`src/source/qic_tape_pkg.sv`:
```
// Motion subset of QIC-117 only; widths assume at most 65535 segments and 31 tracks
package qic_tape_pkg;

    // ==================================================================
    // Widths
    // ==================================================================
    localparam int SEGMENT_WIDTH = 16;
    localparam int TRACK_WIDTH   = 5;
    localparam int TIMER_WIDTH   = 24;  // Longest delay is 2**24-1 cycles

    // ==================================================================
    // QIC-117 command codes
    // ==================================================================
    typedef logic [5:0] cmd_code_t;

    localparam cmd_code_t CMD_RESET         = 6'd1;
    localparam cmd_code_t CMD_PAUSE         = 6'd6;
    localparam cmd_code_t CMD_SEEK_BOT      = 6'd8;
    localparam cmd_code_t CMD_SEEK_EOT      = 6'd9;
    localparam cmd_code_t CMD_SKIP_REV_SEG  = 6'd10;
    localparam cmd_code_t CMD_SKIP_REV_FILE = 6'd11;
    localparam cmd_code_t CMD_SKIP_FWD_SEG  = 6'd12;
    localparam cmd_code_t CMD_SKIP_FWD_FILE = 6'd13;
    localparam cmd_code_t CMD_LOGICAL_FWD   = 6'd21;
    localparam cmd_code_t CMD_LOGICAL_REV   = 6'd22;
    localparam cmd_code_t CMD_STOP          = 6'd23;

    // Decoded operation, direction travels separately
    typedef enum logic [2:0] {
        OP_NONE,
        OP_ACK,        // Reset and unknown codes
        OP_SEEK_BOT,
        OP_SEEK_EOT,
        OP_SKIP_SEG,
        OP_SKIP_FILE,
        OP_STREAM,
        OP_ABORT       // Pause or stop
    } tape_op_t;

    typedef enum logic [1:0] {
        MODE_STOP,
        MODE_SEEK,
        MODE_SKIP,
        MODE_STREAM
    } motion_mode_t;

    typedef enum logic [2:0] {
        ST_IDLE,
        ST_SPINUP,
        ST_SEEK,
        ST_SKIP_SEG,
        ST_SKIP_FILE,
        ST_STREAM,
        ST_TRACK_CHANGE,
        ST_STOPPING
    } fsm_state_t;

endpackage

```
`src/source/qic_if.sv`:
```
// No back-pressure on either bus; req and index_step are single-cycle strobes
`timescale 1ns/1ps

// ======================================================================
// Decoded command and index strobe, input stage to FSM and tracker
// ======================================================================
interface motion_req_if import qic_tape_pkg::*; ();
    logic     req;         // One cycle per accepted command
    tape_op_t op;
    logic     rev;         // Reverse bit of the command
    logic     index_step;  // Index rising edge seen

    modport source (output req, op, rev, index_step);
    modport sink (input req, op, rev);
    modport monitor (input index_step);
endinterface

// ======================================================================
// Position control, FSM to tracker and tape-end flags back
// ======================================================================
interface pos_ctl_if ();
    logic count_en;     // Count segments on index
    logic count_rev;    // Held direction, 1 is reverse
    logic skip_step;    // Step one segment now
    logic track_next;
    logic track_home;
    logic mark_set;
    logic mark_clear;
    logic at_first_seg;
    logic at_last_seg;
    logic at_first_track;
    logic at_last_track;

    modport ctrl (
        output count_en, count_rev, skip_step, track_next, track_home, mark_set, mark_clear,
        input  at_first_seg, at_last_seg, at_first_track, at_last_track
    );
    modport track (
        input  count_en, count_rev, skip_step, track_next, track_home, mark_set, mark_clear,
        output at_first_seg, at_last_seg, at_first_track, at_last_track
    );
endinterface

```
`src/source/qic_input_stage.sv`:
```
// command_valid must be a one-cycle strobe; any code outside the motion set is acknowledged
`timescale 1ns/1ps

module qic_input_stage import qic_tape_pkg::*; (
    input  logic          clk,
    input  logic          reset_n,
    input  logic          enable,
    input  cmd_code_t     command,
    input  logic          command_valid,
    input  logic          index_pulse,
    motion_req_if.source  req
);

    tape_op_t op_dec;
    logic     rev_dec;
    logic     index_q;  // Previous index level

    always_comb begin
        rev_dec = 1'b0;
        case (command)
            CMD_SEEK_BOT:      op_dec = OP_SEEK_BOT;
            CMD_SEEK_EOT:      op_dec = OP_SEEK_EOT;
            CMD_SKIP_FWD_SEG:  op_dec = OP_SKIP_SEG;
            CMD_SKIP_FWD_FILE: op_dec = OP_SKIP_FILE;
            CMD_LOGICAL_FWD:   op_dec = OP_STREAM;
            CMD_SKIP_REV_SEG: begin
                op_dec  = OP_SKIP_SEG;
                rev_dec = 1'b1;
            end
            CMD_SKIP_REV_FILE: begin
                op_dec  = OP_SKIP_FILE;
                rev_dec = 1'b1;
            end
            CMD_LOGICAL_REV: begin
                op_dec  = OP_STREAM;
                rev_dec = 1'b1;
            end
            CMD_PAUSE, CMD_STOP: op_dec = OP_ABORT;
            CMD_RESET:           op_dec = OP_ACK;  // Nothing latched to clear
            default:             op_dec = OP_ACK;
        endcase
    end

    always_ff @(posedge clk or negedge reset_n) begin
        if (!reset_n) begin
            req.req        <= 1'b0;
            req.op         <= OP_NONE;
            req.rev        <= 1'b0;
            req.index_step <= 1'b0;
            index_q        <= 1'b0;
        end else begin
            req.req        <= command_valid && enable;  // Dropped while disabled
            req.op         <= op_dec;
            req.rev        <= rev_dec;
            index_q        <= index_pulse;
            req.index_step <= index_pulse && !index_q;
        end
    end

    // Host keeps command_valid to a single cycle
    a_req_single: assert property (@(posedge clk) disable iff (!reset_n)
        req.req |=> !req.req)
        else $error("req held high for two cycles");

endmodule

```
`src/source/qic_motion_fsm.sv`:
```
// Delays are clock-cycle counts below 2**TIMER_WIDTH; each timed state adds one load cycle
`timescale 1ns/1ps

module qic_motion_fsm import qic_tape_pkg::*; #(
    parameter int SPINUP_CYCLES       = 10_000_000,
    parameter int STOP_CYCLES         = 5_000_000,
    parameter int SKIP_CYCLES         = 2_000_000,
    parameter int TRACK_CHANGE_CYCLES = 16_000_000
) (
    input  logic        clk,
    input  logic        reset_n,
    input  logic        enable,
    input  logic        file_mark_detect,
    motion_req_if.sink  req,
    pos_ctl_if.ctrl     pos,
    output fsm_state_t  state,
    output logic        direction,   // 1 is reverse
    output logic        done_evt,
    output logic        error_evt
);

    fsm_state_t             target;      // State after spin-up
    fsm_state_t             prev_state;
    logic                   fail_q;      // Error pending for stopping
    logic [TIMER_WIDTH-1:0] timer;
    logic [TIMER_WIDTH-1:0] tmr_dur;
    logic                   tmr_load;
    logic                   entered;
    logic                   expired;
    logic                   at_end;      // Tape end ahead of the motion
    logic                   abort_req;
    logic                   moving;

    assign entered   = state != prev_state;
    assign expired   = !entered && timer == '0;
    assign at_end    = direction ? pos.at_first_seg : pos.at_last_seg;
    assign abort_req = req.req && req.op == OP_ABORT;
    assign moving    = state inside {ST_SEEK, ST_SKIP_SEG, ST_SKIP_FILE, ST_STREAM,
                                     ST_TRACK_CHANGE};

    // ==================================================================
    // Delay timer, loaded on entry to a timed state
    // ==================================================================
    always_comb begin
        tmr_load = entered;
        case (state)
            ST_SPINUP:       tmr_dur = TIMER_WIDTH'(SPINUP_CYCLES);
            ST_SKIP_SEG:     tmr_dur = TIMER_WIDTH'(SKIP_CYCLES);
            ST_TRACK_CHANGE: tmr_dur = TIMER_WIDTH'(TRACK_CHANGE_CYCLES);
            ST_STOPPING:     tmr_dur = TIMER_WIDTH'(STOP_CYCLES);
            default: begin
                tmr_dur  = '0;
                tmr_load = 1'b0;
            end
        endcase
    end

    always_ff @(posedge clk or negedge reset_n) begin
        if (!reset_n) begin
            timer      <= '0;
            prev_state <= ST_IDLE;
        end else begin
            prev_state <= state;
            if (tmr_load)
                timer <= tmr_dur;
            else if (timer != '0)
                timer <= timer - 1'b1;
        end
    end

    // Position control
    assign pos.count_en   = state inside {ST_SEEK, ST_SKIP_FILE, ST_STREAM};
    assign pos.count_rev  = direction;
    assign pos.skip_step  = state == ST_SKIP_SEG && expired;
    assign pos.track_next = state == ST_TRACK_CHANGE && expired;
    assign pos.track_home = state == ST_SEEK && direction && pos.at_first_seg;
    assign pos.mark_set   = state == ST_SKIP_FILE && file_mark_detect;
    assign pos.mark_clear = state == ST_SPINUP;

    // ==================================================================
    // Main state machine
    // ==================================================================
    always_ff @(posedge clk or negedge reset_n) begin
        if (!reset_n) begin
            state     <= ST_IDLE;
            target    <= ST_IDLE;
            direction <= 1'b0;
            fail_q    <= 1'b0;
            done_evt  <= 1'b0;
            error_evt <= 1'b0;
        end else if (!enable) begin
            state     <= ST_IDLE;  // Position kept, motion dropped
            fail_q    <= 1'b0;
            done_evt  <= 1'b0;
            error_evt <= 1'b0;
        end else begin
            done_evt  <= 1'b0;
            error_evt <= 1'b0;
            case (state)
                ST_IDLE: if (req.req) begin
                    case (req.op)
                        OP_SEEK_BOT, OP_SEEK_EOT: begin
                            direction <= req.op == OP_SEEK_BOT;
                            target    <= ST_SEEK;
                            state     <= ST_SPINUP;
                        end
                        OP_SKIP_SEG: begin
                            if (req.rev ? pos.at_first_seg : pos.at_last_seg) begin
                                error_evt <= 1'b1;  // Refused at tape end
                            end else begin
                                direction <= req.rev;
                                target    <= ST_SKIP_SEG;
                                state     <= ST_SPINUP;
                            end
                        end
                        OP_SKIP_FILE, OP_STREAM: begin
                            direction <= req.rev;
                            target    <= (req.op == OP_STREAM) ? ST_STREAM : ST_SKIP_FILE;
                            state     <= ST_SPINUP;
                        end
                        default: done_evt <= 1'b1;  // Ack, stop or pause at rest
                    endcase
                end
                ST_SPINUP:   if (expired) state <= target;
                ST_SEEK:     if (at_end) state <= ST_STOPPING;
                ST_SKIP_SEG: if (expired) state <= ST_STOPPING;
                ST_SKIP_FILE: begin
                    if (file_mark_detect) begin
                        state <= ST_STOPPING;
                    end else if (at_end) begin
                        fail_q <= 1'b1;
                        state  <= ST_STOPPING;
                    end
                end
                ST_STREAM: begin
                    // Serpentine turn while tracks remain
                    if (at_end)
                        state <= (direction ? pos.at_first_track : pos.at_last_track) ?
                                 ST_STOPPING : ST_TRACK_CHANGE;
                    else if (req.req && req.op == OP_STREAM)
                        direction <= req.rev;
                end
                ST_TRACK_CHANGE: begin
                    if (expired) begin
                        direction <= !direction;
                        state     <= ST_STREAM;
                    end
                end
                ST_STOPPING: begin
                    if (expired && fail_q) begin
                        error_evt <= 1'b1;  // One cycle ahead of done
                        fail_q    <= 1'b0;
                    end else if (expired) begin
                        done_evt <= 1'b1;
                        state    <= ST_IDLE;
                    end
                end
                default: state <= ST_IDLE;
            endcase
            if (abort_req && moving)
                state <= ST_STOPPING;
        end
    end

    // Timer only runs down in timed states, or in idle after an enable drop
    a_timer_state: assert property (@(posedge clk) disable iff (!reset_n)
        timer != '0 |-> state inside {ST_IDLE, ST_SPINUP, ST_SKIP_SEG, ST_TRACK_CHANGE,
                                      ST_STOPPING})
        else $error("delay timer running in state %s", state.name());

endmodule

```
`src/source/qic_position_tracker.sv`:
```
// Segments run 0 to MAX_SEGMENTS and tracks 0 to MAX_TRACKS; counts clamp at both ends
`timescale 1ns/1ps

module qic_position_tracker import qic_tape_pkg::*; #(
    parameter int MAX_SEGMENTS = 4095,
    parameter int MAX_TRACKS   = 27
) (
    input  logic                     clk,
    input  logic                     reset_n,
    motion_req_if.monitor            index_step,
    pos_ctl_if.track                 pos,
    output logic [SEGMENT_WIDTH-1:0] segment,
    output logic [TRACK_WIDTH-1:0]   track,
    output logic                     at_bot,
    output logic                     at_eot,
    output logic                     at_file_mark
);

    logic seg_step;
    logic first_track;
    logic last_track;

    assign at_bot      = segment == '0;
    assign at_eot      = segment == SEGMENT_WIDTH'(MAX_SEGMENTS);
    assign first_track = track == '0;
    assign last_track  = track == TRACK_WIDTH'(MAX_TRACKS);

    assign pos.at_first_seg   = at_bot;
    assign pos.at_last_seg    = at_eot;
    assign pos.at_first_track = first_track;
    assign pos.at_last_track  = last_track;

    // Index counting while moving, or a single timed skip
    assign seg_step = (index_step.index_step && pos.count_en) || pos.skip_step;

    always_ff @(posedge clk or negedge reset_n) begin
        if (!reset_n) begin
            segment <= '0;
        end else if (seg_step) begin
            if (pos.count_rev && !at_bot)
                segment <= segment - 1'b1;
            else if (!pos.count_rev && !at_eot)
                segment <= segment + 1'b1;
        end
    end

    // Track follows the direction held before the turn
    always_ff @(posedge clk or negedge reset_n) begin
        if (!reset_n) begin
            track <= '0;
        end else if (pos.track_home) begin
            track <= '0;
        end else if (pos.track_next) begin
            if (pos.count_rev && !first_track)
                track <= track - 1'b1;
            else if (!pos.count_rev && !last_track)
                track <= track + 1'b1;
        end
    end

    always_ff @(posedge clk or negedge reset_n) begin
        if (!reset_n)
            at_file_mark <= 1'b0;
        else if (pos.mark_clear)
            at_file_mark <= 1'b0;  // New motion leaves the mark
        else if (pos.mark_set)
            at_file_mark <= 1'b1;
    end

    a_seg_range: assert property (@(posedge clk) disable iff (!reset_n)
        segment <= SEGMENT_WIDTH'(MAX_SEGMENTS))
        else $error("segment %0d beyond MAX_SEGMENTS", segment);

endmodule

```
`src/source/qic_status_out.sv`:
```
// All outputs are registered one cycle after the FSM and held inactive while disabled
`timescale 1ns/1ps

module qic_status_out import qic_tape_pkg::*; (
    input  logic         clk,
    input  logic         reset_n,
    input  logic         enable,
    input  fsm_state_t   state,
    input  logic         done_evt,
    input  logic         error_evt,
    output logic         motor_on,
    output logic         tape_moving,
    output motion_mode_t motion_mode,
    output logic         command_done,
    output logic         command_error
);

    motion_mode_t mode_next;

    always_comb begin
        case (state)
            ST_SEEK, ST_TRACK_CHANGE:  mode_next = MODE_SEEK;  // Head move counts as seek
            ST_SKIP_SEG, ST_SKIP_FILE: mode_next = MODE_SKIP;
            ST_STREAM:                 mode_next = MODE_STREAM;
            default:                   mode_next = MODE_STOP;
        endcase
    end

    always_ff @(posedge clk or negedge reset_n) begin
        if (!reset_n) begin
            motor_on      <= 1'b0;
            tape_moving   <= 1'b0;
            motion_mode   <= MODE_STOP;
            command_done  <= 1'b0;
            command_error <= 1'b0;
        end else begin
            motor_on      <= enable && state != ST_IDLE;
            tape_moving   <= enable && state inside {ST_SEEK, ST_SKIP_SEG, ST_SKIP_FILE,
                                                     ST_STREAM};
            motion_mode   <= enable ? mode_next : MODE_STOP;
            command_done  <= enable && done_evt;
            command_error <= enable && error_evt;
        end
    end

endmodule

```
`src/source/qic_tape_top.sv`:
```
// Cycle parameters must fit TIMER_WIDTH; done follows an ack three edges after command_valid
`timescale 1ns/1ps

module qic_tape_top import qic_tape_pkg::*; #(
    parameter int MAX_SEGMENTS        = 4095,
    parameter int MAX_TRACKS          = 27,
    parameter int SPINUP_CYCLES       = 10_000_000,
    parameter int STOP_CYCLES         = 5_000_000,
    parameter int SKIP_CYCLES         = 2_000_000,
    parameter int TRACK_CHANGE_CYCLES = 16_000_000
) (
    input  logic                     clk,
    input  logic                     reset_n,
    input  logic                     enable,
    input  cmd_code_t                command,
    input  logic                     command_valid,
    input  logic                     index_pulse,
    input  logic                     file_mark_detect,
    output logic                     command_done,
    output logic                     command_error,
    output logic [SEGMENT_WIDTH-1:0] segment,
    output logic [TRACK_WIDTH-1:0]   track,
    output logic                     direction,
    output logic                     at_bot,
    output logic                     at_eot,
    output logic                     at_file_mark,
    output logic                     motor_on,
    output logic                     tape_moving,
    output motion_mode_t             motion_mode
);

    motion_req_if req_bus ();
    pos_ctl_if    pos_bus ();

    fsm_state_t fsm_state;
    logic       done_evt;
    logic       error_evt;

    qic_input_stage qic_input_stage_i (
        .clk           (clk),
        .reset_n       (reset_n),
        .enable        (enable),
        .command       (command),
        .command_valid (command_valid),
        .index_pulse   (index_pulse),
        .req           (req_bus.source)
    );

    qic_motion_fsm #(
        .SPINUP_CYCLES       (SPINUP_CYCLES),
        .STOP_CYCLES         (STOP_CYCLES),
        .SKIP_CYCLES         (SKIP_CYCLES),
        .TRACK_CHANGE_CYCLES (TRACK_CHANGE_CYCLES)
    ) qic_motion_fsm_i (
        .clk              (clk),
        .reset_n          (reset_n),
        .enable           (enable),
        .file_mark_detect (file_mark_detect),
        .req              (req_bus.sink),
        .pos              (pos_bus.ctrl),
        .state            (fsm_state),
        .direction        (direction),
        .done_evt         (done_evt),
        .error_evt        (error_evt)
    );

    qic_position_tracker #(
        .MAX_SEGMENTS (MAX_SEGMENTS),
        .MAX_TRACKS   (MAX_TRACKS)
    ) qic_position_tracker_i (
        .clk          (clk),
        .reset_n      (reset_n),
        .index_step   (req_bus.monitor),
        .pos          (pos_bus.track),
        .segment      (segment),
        .track        (track),
        .at_bot       (at_bot),
        .at_eot       (at_eot),
        .at_file_mark (at_file_mark)
    );

    qic_status_out qic_status_out_i (
        .clk           (clk),
        .reset_n       (reset_n),
        .enable        (enable),
        .state         (fsm_state),
        .done_evt      (done_evt),
        .error_evt     (error_evt),
        .motor_on      (motor_on),
        .tape_moving   (tape_moving),
        .motion_mode   (motion_mode),
        .command_done  (command_done),
        .command_error (command_error)
    );

endmodule

```
`config.mk`:
```
export PLATFORM = sky130hd
export DESIGN_NAME = qic_tape_top
export DESIGN_NICKNAME = d
export VERILOG_FILES = /design/src/source/qic_tape_pkg.sv /design/src/source/qic_if.sv /design/src/source/qic_input_stage.sv /design/src/source/qic_motion_fsm.sv /design/src/source/qic_position_tracker.sv /design/src/source/qic_status_out.sv /design/src/source/qic_tape_top.sv
export SDC_FILE = /design/constraint.sdc
export NUM_CORES = 1
export LEC_CHECK = 0
export BUFFER_PORTS_ARGS = -buffer_cell sky130_fd_sc_hd__buf_4
export CAP_MARGIN = 10
export CORE_ASPECT_RATIO = 1.2
export CORE_MARGIN = 2
export CORE_UTILIZATION = 50
export CTS_BUF_LIST = sky130_fd_sc_hd__clkbuf_8
export DETAILED_ROUTE_END_ITERATION = 8
export PLACE_DENSITY = 0.69
export SYNTH_ARGS = -nofsm -noshare
export SYNTH_HDL_FRONTEND = slang
export SYNTH_HIERARCHICAL = 1
export SYNTH_SLANG_ARGS = --single-unit
```
`constraint.sdc`:
```
create_clock -name clk -period 4.51 [get_ports clk]
set_input_delay 0.2255 -clock clk [delete_from_list [all_inputs] [get_ports clk]]
set_output_delay 0.2255 -clock clk [all_outputs]
set_load 0.1 [all_outputs]
```
==> run_results.csv <==
group,metric,value,unit
yosys,ys_warn_count,6,
clocking,cts_buffers,9,
run,maxCapViolations,0,
timing,finalCritPeriodShare,75.8,%
route,vias,4310,
placement,gp_congestion,0.975,
worst_setup_path,crit_chain,"nor4_1 -> a41o_1 -> inv_1 -> ha_1 -> nor2b_1 -> o31a_1 -> o2111ai_1 -> a21oi_1 -> or4_1 -> nand3_1",
worst_setup_path,max_stage_delay,0.48,ns
outcome,violations,"hold timing",
placement,place_worst_setup_slack,1.13,ns
timing,worst_slack,1.09,ns
worst_setup_path,cp-end-kind,"flop",
route,drt-wirelength-per-cell,16.3,um
worst_setup_path,worst-setup-path-type,"reg2reg",
yosys,synthCells,562,
route,drt_pass1_iterations,5,
clocking,h-tree-depth,3,
die,core_area,9560,um2
timing,finalMaxSlewViolations,0,
yosys,synth-async-reset-ratio,100,%
die,initial_core_util,51.3,%
finish,synthToLayoutAreaGrowth,11.5,%
timing,clock_skew,0.00407,ns
yosys,syn_area_per_cell,8.74,um2
worst_setup_path,crit_path_max_fanout,14,
yosys,synth-edff-count,0,
yosys,synth.cell_area,4910,um2
power,p_per_area,367,nW/um2
timing,finalCriticalPeriod,3.42,ns
timing,rsz0062_at_grt,"false",
global_routing,grt_max_degree,73,
timing,setup_viol,0,
timing,timing_hold_violations_final,6,
yosys,synthFlopType,"dfrtp_1",
finish,final_cell_mix,"dfrtp_1 (72), nor2_1 (61), nand2_1 (54), buf_4 (45), a21oi_1 (39)",
route,drt-total-wl,11800,um
finish,final_nets,632,
finish,diodes,0,
worst_hold_path,worst_hold_path_type,"in2async",
worst_setup_path,crit_slowest_cell,"or4_1",
die,die_area,10600,um2
placement,hpwl,8440,um
timing,fin_hold_ws,-0.0141,ns
finish,final_common_cell,"dfrtp_1",
yosys,synth_cell_types,79,
global_routing,grt_usage,23.5,%
die,ios,43,
route,via_per_inst,5.95,
timing,setup-tns-final,0,ns
route,drtIter0Drc,309,
global_routing,grt_pass1_wl,19900,um
clocking,cts-root-buf,"clkbuf_8",
die,rows,39,
timing,max_slew_margin,38.5,%
finish,drive_gt1_share,13.3,%
global_routing,grt_antenna_before_repair,0,
clocking,clkSinkCount,72,
placement,place_area,5270,um2
die,dieWidth,94.5,um
worst_setup_path,r2r_cells,10,
timing,max_freq,0.293,GHz
global_routing,grt_pass1_vias,4233,
yosys,yosysSeqAreaShare,36.7,%
timing,tightest_slew,0.911,ns
clocking,cts_tree,"built",
global_routing,grt_overflow_total,0,
clocking,clock_path_buffers,2,
power,vdd_drop_max,0.184,mV
outcome,status,"complete, but fails checks",
yosys,postSynthNetCount,598,
placement,io_buffers,42,
clocking,clk_pin_slew,0.08,ns
die,fp.dieH,113,um
power,leakage,2.40,nW
route,route.detailed.drc,0,
clocking,clkLatencyLatePin,0.36,ns
route,ant_nets,0,
worst_setup_path,cp.arrival,3.71,ns
finish,final_area,5480,um2
worst_setup_path,crit_required,4.81,ns
yosys,synth-seq-cells,72,
worst_setup_path,start_kind,"flop",
[cells by family (layout without fill, tap and decap cells)]
| logic type | after synthesis | count (layout) | synth area share [%] |
|---|---|---|---|
| AOI/OAI and AO/OA | 147 | 147 | 19.9 |
| xor gates and xnor gates | 31 | 31 | 5.53 |
| adders and majority gates | 24 | 24 | 6.42 |
| buffers and inverters | 45 | 84 | 4.66 |
| DFF | 72 | 72 | 36.7 |
| muxes | 12 | 12 | 2.60 |
| and+or+nand+nor | 231 | 231 | 24.2 |
[per-layer routing]
layer	wire (um)	part of all wire, %	GRT usage, %
met5	0	0	0
met4	255	2.2	8.50
met1	5060	43	29.4
met2	6010	51	39.6
met3	470	4.0	5.30
[critical path: cells and delay by family, from the launching register on]
family / cells / cell delay (ns)
and+or+nand+nor: 4 / 1.16
DFF: 1 / 0.43
adders and majority gates: 1 / 0.42
buffers and inverters: 1 / 0.27
AOI/OAI and AO/OA: 4 / 1.07
[worst paths after layout]
check	start	endpoint	slack, ns
worst min-delay path	reset_n	qic_status_out_i/motion_mode[0]	-0.01
worst max-delay path	qic_position_tracker_i/segment[10]	qic_position_tracker_i/segment[14]	1.09
max in group asynchronous	reset_n	qic_position_tracker_i/segment[9]	3.91
min in group clk	command[5]	qic_input_stage_i/req.op[2]	0.04
worst max register to register	qic_position_tracker_i/segment[10]	qic_position_tracker_i/segment[14]	1.09
worst min register to register	qic_input_stage_i/index_q	qic_input_stage_i/req.index_step	0.40
[layout make-up]
class | instances | area, um2
Sequential cell | 72 | 1800
Multi-Input combinational cell | 445 | 2890
Clock buffer | 9 | 124
Timing Repair Buffer | 46 | 348
Fill cell | 897 | 4090
Inverter | 22 | 82.6
Tap cell | 123 | 154
Clock inverter | 7 | 71.3
[flip-flops by register name, indices dropped and copies added, names as in the netlist, 2 cells and up]
register and flops:
qic_position_tracker_i/track 5, qic_motion_fsm_i/timer 24, qic_motion_fsm_i/target 3, qic_input_stage_i/req.op 3
qic_status_out_i/motion_mode 2, qic_position_tracker_i/segment 16, qic_motion_fsm_i/prev_state 3, qic_motion_fsm_i/state 3
[through the flow]
| stage | utilization, % | total power (W) | instances | hold slack (ns) |
|---|---|---|---|---|
| 2_1_floorplan | - | 0.00134 | 562 | -0.0701 |
| 3_3_place_gp | 55.1 | 0.00147 | 707 | 0.343 |
| 3_5_place_dp | 55.1 | 0.00149 | 707 | 0.343 |
| 4_1_cts | 57.2 | 0.00202 | 724 | 0.0218 |
| 5_1_grt | 57.2 | 0.00214 | 724 | 0.0158 |
| 6_report | 57.2 | 0.00201 | 724 | -0.0141 |
[what timing repair did]
action | in CTS | in global routing
setup buffers | 0 | 0
hold buffers | 1 | 0
gates resized for setup | 0 | 0
endpoints found under the setup margin | 0 | 0
endpoints found under the hold margin | 1 | 0
[synthesized netlist by cell type (6+ instances only)]
cell type | n | area, um2
nand2_1 | 54 | 203
nor3_1 | 20 | 100
a21o_1 | 6 | 45.0
nand3_1 | 17 | 85.1
dfrtp_1 | 72 | 1800
clkbuf_1 | 7 | 26.3
a21oi_1 | 39 | 195
a211oi_1 | 7 | 52.6
a31oi_1 | 8 | 50.1
o21ai_0 | 32 | 160
nor4_1 | 14 | 87.6
xnor2_1 | 19 | 166
o31ai_1 | 6 | 45.0
mux2i_1 | 9 | 90.1
xor2_1 | 12 | 105
ha_1 | 22 | 275
nor3b_1 | 6 | 45.0
nor2_1 | 61 | 229
inv_1 | 22 | 82.6
nor2b_1 | 11 | 68.8
nand4_1 | 6 | 37.5
nand2b_1 | 9 | 56.3
[power breakdown]
part / switching (W) / leakage (nW) / internal (W)
Sequential: 0.000121 / 0.952 / 0.000749
Clock: 0.000265 / 0.0916 / 0.000255
Combinational: 0.000384 / 1.35 / 0.000236
Total: 0.000770 / 2.40 / 0.00124
No activity file was read; power rests on OpenSTA's default activity.
